## src/verilog/dsi_pkg.sv

```systemverilog
package dsi_pkg;

    typedef logic [15:0] count_t;                 // line, byte and word counts

    // data identifiers, virtual channel 0
    localparam logic [7:0] DT_VSS         = 8'h01;
    localparam logic [7:0] DT_HSS         = 8'h21;
    localparam logic [7:0] DT_BLANKING    = 8'h19;
    localparam logic [7:0] DT_PIXEL_RGB24 = 8'h3E;

    localparam logic [7:0] BLANK_BYTE     = 8'h55; // blanking payload fill

    typedef struct packed {
        logic [7:0] ecc;
        count_t     wc;                           // payload byte count
        logic [7:0] data_id;
    } long_hdr_t;

    typedef struct packed {
        logic [7:0] ecc;
        logic [7:0] data1;
        logic [7:0] data0;
        logic [7:0] data_id;
    } short_hdr_t;

    // one header word, two decodings
    typedef union packed {
        long_hdr_t  long_view;
        short_hdr_t short_view;
    } dsi_header_t;

endpackage
```

## src/verilog/dsi_ifs.sv

```systemverilog
interface header_if;
    logic              valid;                     // level, held until take
    logic              take;                      // one-cycle pulse from writer
    logic [7:0]        data_id;
    dsi_pkg::count_t   field;                     // word count, zero for short

    modport sequencer (
        output valid,
        output data_id,
        output field,
        input  take
    );

    modport writer (
        input  valid,
        input  data_id,
        input  field,
        output take
    );
endinterface

interface byte_stream_if;
    logic        valid;
    logic        ready;
    logic [31:0] data;                            // byte 0 goes first
    logic [2:0]  nbytes;                          // 1 to 4

    modport source (
        output valid,
        output data,
        output nbytes,
        input  ready
    );

    modport sink (
        input  valid,
        input  data,
        input  nbytes,
        output ready
    );
endinterface

```

## src/verilog/dsi_packet_assembler.sv

```systemverilog
module dsi_packet_assembler #(
    parameter int NUM_LANES = 4
) (
    input  logic                   clk,
    input  logic                   rst_n,
    input  logic                   streaming_enable,
    input  logic [2:0]             lane_count,
    input  dsi_pkg::count_t        line_blank_bytes,
    input  dsi_pkg::count_t        hbp_bytes,
    input  dsi_pkg::count_t        hfp_bytes,
    input  dsi_pkg::count_t        pixels_per_line,
    input  dsi_pkg::count_t        vbp_lines,
    input  dsi_pkg::count_t        vact_lines,
    input  dsi_pkg::count_t        vfp_lines,
    input  logic [31:0]            pix_fifo_data,
    input  logic                   pix_fifo_empty,
    output logic                   pix_fifo_read,
    output logic [NUM_LANES*8-1:0] lanes_data,
    output logic [NUM_LANES-1:0]   lanes_write,
    input  logic                   lanes_full
);
    logic       phase_start;
    logic       line_done;
    logic       last_line;
    logic [1:0] phase;

    header_if      hdr ();
    byte_stream_if stream ();

    frame_sequencer u_seq (
        .clk              (clk),
        .rst_n            (rst_n),
        .streaming_enable (streaming_enable),
        .line_blank_bytes (line_blank_bytes),
        .hbp_bytes        (hbp_bytes),
        .hfp_bytes        (hfp_bytes),
        .pixels_per_line  (pixels_per_line),
        .last_line        (last_line),
        .phase_start      (phase_start),
        .line_done        (line_done),
        .phase            (phase),
        .hdr              (hdr.sequencer)
    );

    line_counter u_lines (
        .clk         (clk),
        .rst_n       (rst_n),
        .phase_start (phase_start),
        .line_done   (line_done),
        .vbp_lines   (vbp_lines),
        .vact_lines  (vact_lines),
        .vfp_lines   (vfp_lines),
        .phase       (phase),
        .last_line   (last_line)
    );

    packet_writer u_writer (
        .clk            (clk),
        .rst_n          (rst_n),
        .pix_fifo_data  (pix_fifo_data),
        .pix_fifo_empty (pix_fifo_empty),
        .pix_fifo_read  (pix_fifo_read),
        .hdr            (hdr.writer),
        .stream         (stream.source)
    );

    lane_packer #(
        .NUM_LANES (NUM_LANES)
    ) u_packer (
        .clk         (clk),
        .rst_n       (rst_n),
        .lane_count  (lane_count),
        .lanes_full  (lanes_full),
        .lanes_data  (lanes_data),
        .lanes_write (lanes_write),
        .stream      (stream.sink)
    );
endmodule

```

## src/verilog/lane_packer.sv

```systemverilog
module lane_packer #(
    parameter int NUM_LANES = 4
) (
    input  logic                   clk,
    input  logic                   rst_n,
    input  logic [2:0]             lane_count,
    input  logic                   lanes_full,
    output logic [NUM_LANES*8-1:0] lanes_data,
    output logic [NUM_LANES-1:0]   lanes_write,
    byte_stream_if.sink            stream
);
    logic [63:0] buf_q;                           // byte 0 is next on the wire
    logic [63:0] buf_nx;
    logic [3:0]  cnt;                             // bytes held, 0 to 8
    logic [3:0]  beat_n;
    logic [3:0]  sent;
    logic [3:0]  rem;
    logic        beat;
    logic        take_in;

    assign stream.ready = (cnt <= 4'd4);          // room for a full word
    assign take_in      = stream.valid && stream.ready;
    assign beat_n       = (cnt < {1'b0, lane_count}) ? cnt : {1'b0, lane_count};
    // partial beat only when nothing is arriving
    assign beat         = !lanes_full && cnt != 4'd0
                          && (cnt >= {1'b0, lane_count} || !stream.valid);
    assign sent         = beat ? beat_n : 4'd0;
    assign rem          = cnt - sent;

    always_comb
    begin
        int idx;
        buf_nx = '0;
        for (int j = 0; j < 8; j++)
        begin
            idx = j - int'(rem);
            if (j < int'(rem))
                buf_nx[j*8 +: 8] = buf_q[(j + int'(sent))*8 % 64 +: 8];
            else if (take_in && idx < int'(stream.nbytes))
                buf_nx[j*8 +: 8] = stream.data[idx*8 +: 8];
        end
    end

    always_ff @(posedge clk or negedge rst_n)
    begin
        if (!rst_n)
            cnt <= 4'd0;
        else
            cnt <= rem + (take_in ? {1'b0, stream.nbytes} : 4'd0);
    end

    always_ff @(posedge clk)
    begin
        buf_q <= buf_nx;
    end

    assign lanes_data = buf_q[NUM_LANES*8-1:0];

    always_comb
    begin
        for (int i = 0; i < NUM_LANES; i++)
            lanes_write[i] = beat && (i < int'(beat_n));
    end

    no_write_full: assert property (@(posedge clk) disable iff (!rst_n)
        lanes_full |-> lanes_write == '0);
endmodule

```

## src/verilog/packet_writer.sv

```systemverilog
module packet_writer (
    input  logic        clk,
    input  logic        rst_n,
    input  logic [31:0] pix_fifo_data,
    input  logic        pix_fifo_empty,
    output logic        pix_fifo_read,
    header_if.writer    hdr,
    byte_stream_if.source stream
);
    import dsi_pkg::*;

    typedef enum logic [1:0] {W_IDLE, W_HDR, W_PAY, W_CRC} wstate_t;

    wstate_t     wstate;
    dsi_header_t hdr_q;
    dsi_header_t hdr_nx;
    count_t      remaining;                       // payload bytes still to send
    logic        is_long;
    logic        is_pix;
    logic        in_long;
    logic [15:0] crc;
    logic        accept;

    function automatic logic [7:0] ecc24(input logic [23:0] d);
        logic [23:0] mask [6];
        logic [7:0]  p;
        mask = '{24'hF12CB7, 24'hF2555B, 24'h749A6D, 24'hB8E38E, 24'hDF03F0, 24'hEFFC00};
        p = 8'h00;                                // p7 and p6 stay zero
        for (int k = 0; k < 6; k++)
            p[k] = ^(d & mask[k]);
        return p;
    endfunction

    // reflected 0x1021, lsb first
    function automatic logic [15:0] crc_step(input logic [15:0] c, input logic [31:0] d,
                                             input logic [2:0] n);
        logic [15:0] r;
        logic        fb;
        r = c;
        for (int b = 0; b < 32; b++)
        begin
            if (b < n * 8)
            begin
                fb = r[0] ^ d[b];
                r  = r >> 1;
                if (fb)
                    r = r ^ 16'h8408;
            end
        end
        return r;
    endfunction

    assign hdr.take = (wstate == W_IDLE) && hdr.valid;
    assign in_long  = (hdr.data_id == DT_BLANKING) || (hdr.data_id == DT_PIXEL_RGB24);
    assign accept   = stream.valid && stream.ready;

    always_comb
    begin
        if (in_long)
            hdr_nx.long_view = '{ecc: 8'h00, wc: hdr.field, data_id: hdr.data_id};
        else
            hdr_nx.short_view = '{ecc: 8'h00, data1: hdr.field[15:8],
                                  data0: hdr.field[7:0], data_id: hdr.data_id};
        hdr_nx.long_view.ecc = ecc24(hdr_nx[23:0]);
    end

    always_comb
    begin
        stream.valid  = 1'b0;
        stream.data   = hdr_q;
        stream.nbytes = 3'd4;
        case (wstate)
            W_HDR:   stream.valid = 1'b1;
            W_PAY:
            begin
                stream.valid  = !(is_pix && pix_fifo_empty); // stall on empty FIFO
                stream.data   = is_pix ? pix_fifo_data : {4{BLANK_BYTE}};
                stream.nbytes = (remaining >= 16'd4) ? 3'd4 : remaining[2:0];
            end
            W_CRC:
            begin
                stream.valid  = 1'b1;
                stream.data   = {16'h0000, crc};  // low byte first
                stream.nbytes = 3'd2;
            end
            default: ;
        endcase
    end

    assign pix_fifo_read = (wstate == W_PAY) && is_pix && accept;

    always_ff @(posedge clk or negedge rst_n)
    begin
        if (!rst_n)
            wstate <= W_IDLE;
        else
            case (wstate)
                W_IDLE: if (hdr.take) wstate <= W_HDR;
                W_HDR:  if (accept) wstate <= !is_long ? W_IDLE :
                                              (remaining == '0) ? W_CRC : W_PAY;
                W_PAY:  if (accept && remaining <= 16'd4) wstate <= W_CRC;
                W_CRC:  if (accept) wstate <= W_IDLE;
                default: wstate <= W_IDLE;
            endcase
    end

    always_ff @(posedge clk)
    begin
        if (hdr.take)
        begin
            hdr_q     <= hdr_nx;
            is_long   <= in_long;
            is_pix    <= (hdr.data_id == DT_PIXEL_RGB24);
            remaining <= in_long ? hdr.field : '0;
            crc       <= 16'hFFFF;                // seed per packet
        end
        else if (wstate == W_PAY && accept)
        begin
            remaining <= remaining - count_t'(stream.nbytes);
            crc       <= crc_step(crc, stream.data, stream.nbytes);
        end
    end

    no_read_empty: assert property (@(posedge clk) disable iff (!rst_n)
        pix_fifo_read |-> !pix_fifo_empty);
endmodule

```

## src/verilog/line_counter.sv

```systemverilog
module line_counter (
    input  logic            clk,
    input  logic            rst_n,
    input  logic            phase_start,
    input  logic            line_done,
    input  dsi_pkg::count_t vbp_lines,
    input  dsi_pkg::count_t vact_lines,
    input  dsi_pkg::count_t vfp_lines,
    input  logic [1:0]      phase,
    output logic            last_line
);
    import dsi_pkg::*;

    count_t remaining;                            // lines left, current included
    count_t load_val;

    always_comb
    begin
        case (phase)
            2'd0:    load_val = vbp_lines;
            2'd1:    load_val = vact_lines;
            default: load_val = vfp_lines;
        endcase
    end

    always_ff @(posedge clk or negedge rst_n)
    begin
        if (!rst_n)
            remaining <= '0;
        else if (phase_start)
            remaining <= load_val;
        else if (line_done && remaining != '0)
            remaining <= remaining - 16'd1;
    end

    // empty phase reports last right away so the sequencer skips it
    assign last_line = phase_start ? (load_val == '0) : (remaining <= 16'd1);
endmodule

```

## src/verilog/frame_sequencer.sv

```systemverilog
module frame_sequencer (
    input  logic            clk,
    input  logic            rst_n,
    input  logic            streaming_enable,
    input  dsi_pkg::count_t line_blank_bytes,
    input  dsi_pkg::count_t hbp_bytes,
    input  dsi_pkg::count_t hfp_bytes,
    input  dsi_pkg::count_t pixels_per_line,
    input  logic            last_line,
    output logic            phase_start,
    output logic            line_done,
    output logic [1:0]      phase,
    header_if.sequencer     hdr
);
    import dsi_pkg::*;

    localparam logic [1:0] PH_VBP  = 2'd0;
    localparam logic [1:0] PH_VACT = 2'd1;
    localparam logic [1:0] PH_VFP  = 2'd2;

    typedef enum logic [2:0] {
        IDLE, VSS, VSS_BLANK, HSS, SYNC_BLANK, HBP, RGB, HFP
    } state_t;

    state_t     state, state_nx;
    logic [1:0] phase_nx;
    logic       start_nx;
    logic       line_end;                         // current line may close here

    assign hdr.valid = (state != IDLE) && !phase_start; // counter loads first
    assign line_end  = (hdr.take && (state == SYNC_BLANK || state == HFP))
                       || (state == HSS && phase_start);
    assign line_done = hdr.take && (state == SYNC_BLANK || state == HFP);

    always_comb
    begin
        state_nx = state;
        phase_nx = phase;
        start_nx = 1'b0;
        case (state)
            IDLE:       if (streaming_enable) state_nx = VSS;
            VSS:        if (hdr.take) state_nx = VSS_BLANK;
            VSS_BLANK:
            begin
                if (hdr.take)
                begin
                    state_nx = HSS;
                    phase_nx = PH_VBP;
                    start_nx = 1'b1;
                end
            end
            HSS:        if (hdr.take) state_nx = (phase == PH_VACT) ? HBP : SYNC_BLANK;
            HBP:        if (hdr.take) state_nx = RGB;
            RGB:        if (hdr.take) state_nx = HFP;
            default:    ;
        endcase
        if (line_end)
        begin
            if (!last_line)
                state_nx = HSS;                   // more lines in this phase
            else if (phase == PH_VFP)
                state_nx = streaming_enable ? VSS : IDLE; // end of frame
            else
            begin
                state_nx = HSS;
                phase_nx = phase + 2'd1;
                start_nx = 1'b1;
            end
        end
    end

    always_ff @(posedge clk or negedge rst_n)
    begin
        if (!rst_n)
        begin
            state       <= IDLE;
            phase       <= PH_VBP;
            phase_start <= 1'b0;
        end
        else
        begin
            state       <= state_nx;
            phase       <= phase_nx;
            phase_start <= start_nx;
        end
    end

    always_comb
    begin
        hdr.data_id = DT_HSS;
        hdr.field   = '0;
        case (state)
            VSS:                   hdr.data_id = DT_VSS;
            VSS_BLANK, SYNC_BLANK:
            begin
                hdr.data_id = DT_BLANKING;
                hdr.field   = line_blank_bytes;
            end
            HBP:
            begin
                hdr.data_id = DT_BLANKING;
                hdr.field   = hbp_bytes;
            end
            RGB:
            begin
                hdr.data_id = DT_PIXEL_RGB24;
                hdr.field   = count_t'(pixels_per_line * 3); // three bytes per pixel
            end
            HFP:
            begin
                hdr.data_id = DT_BLANKING;
                hdr.field   = hfp_bytes;
            end
            default:               ;
        endcase
    end

    hdr_held: assert property (@(posedge clk) disable iff (!rst_n)
        hdr.valid && !hdr.take |=> hdr.valid);
endmodule

```

## config.mk

```make
export PLATFORM = sky130hd
export DESIGN_NAME = dsi_packet_assembler
export DESIGN_NICKNAME = d
export VERILOG_FILES = /design/src/verilog/dsi_pkg.sv /design/src/verilog/dsi_ifs.sv /design/src/verilog/dsi_packet_assembler.sv /design/src/verilog/lane_packer.sv /design/src/verilog/packet_writer.sv /design/src/verilog/line_counter.sv /design/src/verilog/frame_sequencer.sv
export SDC_FILE = /design/constraint.sdc
export NUM_CORES = 1
export LEC_CHECK = 0
export ABC_AREA = 1
export CAP_MARGIN = 20
export CORE_MARGIN = 1
export CORE_UTILIZATION = 60
export CTS_CLUSTER_SIZE = 20
export DETAILED_ROUTE_END_ITERATION = 8
export DONT_BUFFER_PORTS = 1
export MAX_ROUTING_LAYER = met4
export PLACE_DENSITY = 0.86
export SLEW_MARGIN = 15
export SYNTH_ARGS = -nofsm -noshare
export SYNTH_HDL_FRONTEND = slang
export SYNTH_SLANG_ARGS = --single-unit
```

## constraint.sdc

```tcl
create_clock -name clk -period 6.75 [get_ports clk]
set_input_delay 0.675 -clock clk [delete_from_list [all_inputs] [get_ports clk]]
set_output_delay 0.675 -clock clk [all_outputs]
set_load 0.005 [all_outputs]
```

==> results_dict.tcl <==
set metrics [dict create \
    end_kind "flip-flop" \
    cts_resized 0 \
    area_growth_pct 3.87 \
    cts_buffers 17 \
    startpoint_type "flip-flop" \
    multi_input_area_um2 9560 \
    die_w_um 159 \
    place_hpwl_um 38900 \
    clk_path_buf_depth 2 \
    rsz0062_at_grt "no" \
    synth_nets 2545 \
    cp_data_arrival_time_ns 6.28 \
    root_buffer "clkbuf_16" \
    core_area_um2 24300 \
    clkTransAtPathRegs_ns 0.08 \
    final_common_cell "nand2_1" \
    worst_pin_slew_ns 1.10 \
    criticalPathCategory "reg -> reg" \
    post_cts_buffers 0 \
    hold_violations 0 \
    seqCellArea_um2 3620 \
    synth-seq-cells 152 \
    cts.sinks 152 \
    period_share_pct 87.8 \
    final_cell_mix "nand2_1, o21ai_0, inv_1" \
    grt_pass1_wl_um 77400 \
    finalWirelength_um 50200 \
    dieHeight_um 159 \
    required_ns 7.10 \
    post-route-min-period_ns 5.93 \
    yosys.cell_types.count 63 \
    fin_nets 2465 \
    setup_violations 0 \
    drc_errors 0 \
    synth_top_area_share_pct 15.8 \
    async_reset_ff_share_pct 18.4 \
    min_path_type "in -> async" \
    slowest_stage "ha_1" \
    synth_area_leaders "nand2_1, dfxtp_1, o21ai_0, edfxtp_1, inv_1" \
    viasPerCell 6.15 \
    fillers 2214 \
    outcome "completed" \
    clk_latency_ns 0.45 \
    die_area_um2 25400 \
    synth_area_um2 14800 \
    finClkSkew_ns 0.0178 \
    slew_headroom_pct 26.0 \
    synth.yosys.seq_area_share_pct 24.4 \
    synth_top_cell_by_area "nand2_1" \
    dr_total_vias 15900 \
    place_congestion 1.02 \
    grt_util_all_layers_pct 39.9 \
    avgSynthCellArea_um2 6.37 \
    max_stage_delay_ns 0.71 \
    rows 57 \
    worstPathCellList "ha_1 -> inv_1 -> nor2_1 -> o21ai_0 -> nand2_1 -> o21ai_0 -> nor2_2 -> inv_2 -> fa_1 -> ha_1 -> inv_1 -> ha_1 -> a21oi_1 -> nor2_1 -> o311ai_0 -> nand2_1 -> o22ai_1" \
    initial_core_util_pct 61.1 \
    holdBufCountCts 1 \
    drv_slew 0 \
    max_freq_mhz 169 \
    drive_above_1_share_pct 6.05 \
    yosysWarningCount 0 \
    antenna_found_initial 1 \
    wire_per_inst_um 19.4 \
    grt_overflow 0 \
    htreeDepth 4 \
    grt_max_degree 67 \
    synth_edf_count 44 \
    grt_pass1_vias 14400 \
    fin_tns_setup_ns 0 \
    worst_path_most_repeated_cell "ha_1" \
    drt_iter0_drc 1822 \
    numPortBuffers 0 \
    cap_violations 0 \
    design.portCount 189 \
    syn_inst 2331 \
    cts_tree "built" \
    drtPass1Iterations 6 \
    crit_fanout 30 \
    ys.flop_type "dfxtp_1" \
    postRouteAntennaNets 0 \
]
[routing by layer]
layer | global-route usage (%) | part of all wire [%]
met5 | - | 0
met4 | 16.6 | 4.2
met3 | 6.88 | 9.9
met2 | 63.3 | 46
met1 | 50.3 | 40
[per-stage QoR]
| step | hold WS [ns] | cell area [µm²] | worst slack, ns | utilization [%] | cells |
|---|---|---|---|---|---|
| floorplan | 0.379 | 14800 | 1.25 | - | 2331 |
| global placement | 0.380 | 14800 | 0.804 | 61.0 | 2555 |
| detailed placement | 0.380 | 14800 | 0.747 | 61.0 | 2555 |
| CTS | 0.0492 | 15400 | 0.992 | 63.4 | 2588 |
| global route | 0.0459 | 15400 | 0.301 | 63.4 | 2589 |
| finish | 0.0475 | 15400 | 0.821 | 63.4 | 2589 |
[synthesized netlist by cell type (7+ instances only)]
library cell / number
nand2_1: 626
o21ai_0: 287
inv_1: 271
nor2_1: 175
nand3_1: 149
a21oi_1: 88
dfxtp_1: 80
clkbuf_1: 71
ha_1: 58
xor2_1: 49
edfxtp_1: 44
o22ai_1: 44
buf_4: 34
nand2_2: 29
dfrtp_1: 28
xnor2_1: 28
nand4_1: 22
o211ai_1: 22
a32o_1: 20
mux2i_1: 19
nor3_1: 15
nand3_2: 13
nand3b_1: 12
o221ai_1: 12
a22o_1: 10
nand2_4: 10
buf_2: 8
a21boi_0: 7
a31oi_1: 7
buf_1: 7
o21ai_1: 7
[cell type report]
cell class | instances | area share (%)
clock inverter | 14 | 0.827
inverter | 283 | 6.90
timing repair buffer | 24 | 1.25
antenna | 1 | 0.0162
multi-input combinational | 1773 | 62.0
sequential | 152 | 23.5
tap | 324 | 2.63
clock buffer | 18 | 2.92
[registers in the layout, summed over array words and instances, names as in the netlist, named ones only]
signal              cells
u_packer.buf_q         64
u_writer.hdr_q         26
u_lines.remaining      16
u_writer.crc           16
u_writer.remaining     16
u_packer.cnt            4
u_seq.state             3
u_seq.phase             2
u_seq.phase_start       1
u_writer.is_long        1
u_writer.is_pix         1
u_writer.wstate         1
[final timing paths]
kind | cells past startpoint | to | slack, ns | startpoint
min in group clk | 2 | u_seq.state[0] | 0.41 | streaming_enable
max in group asynchronous | 1 | u_writer.wstate[0] | 6.53 | rst_n
hold reg to reg | 2 | u_lines.remaining[0] | 0.54 | u_lines.remaining[0]
hold / removal | 1 | u_lines.remaining[11] | 0.05 | rst_n
setup reg to reg | 17 | u_packer.buf_q[18] | 0.82 | u_packer.cnt[1]
setup / recovery | 17 | u_packer.buf_q[18] | 0.82 | u_packer.cnt[1]
[cell families (layout without fill, tap and decap cells)]
| group | count (synthesis) | count (layout) | share of synthesized area, % |
|---|---|---|---|
| flops | 152 | 152 | 24.4 |
| simple gates | 1076 | 1076 | 31.6 |
| fa+ha+maj | 62 | 62 | 5.43 |
| compound gates | 536 | 536 | 20.9 |
| xor+xnor | 80 | 80 | 5.02 |
| other cells | 0 | 1 | 0 |
| mux | 19 | 19 | 1.28 |
| buf+inv | 406 | 339 | 11.4 |
[worst max-delay path: cells and delay by family (launching register included)]
| kind | cells | cell delay (ns) |
|---|---|---|
| fa+ha+maj | 4 | 1.97 |
| compound gates | 5 | 1.69 |
| buf+inv | 3 | 0.95 |
| simple gates | 5 | 0.76 |
| flops | 1 | 0.46 |
Power is not shown: default switching activity piles up to over one toggle a cycle in this logic, so the estimate is an artifact.
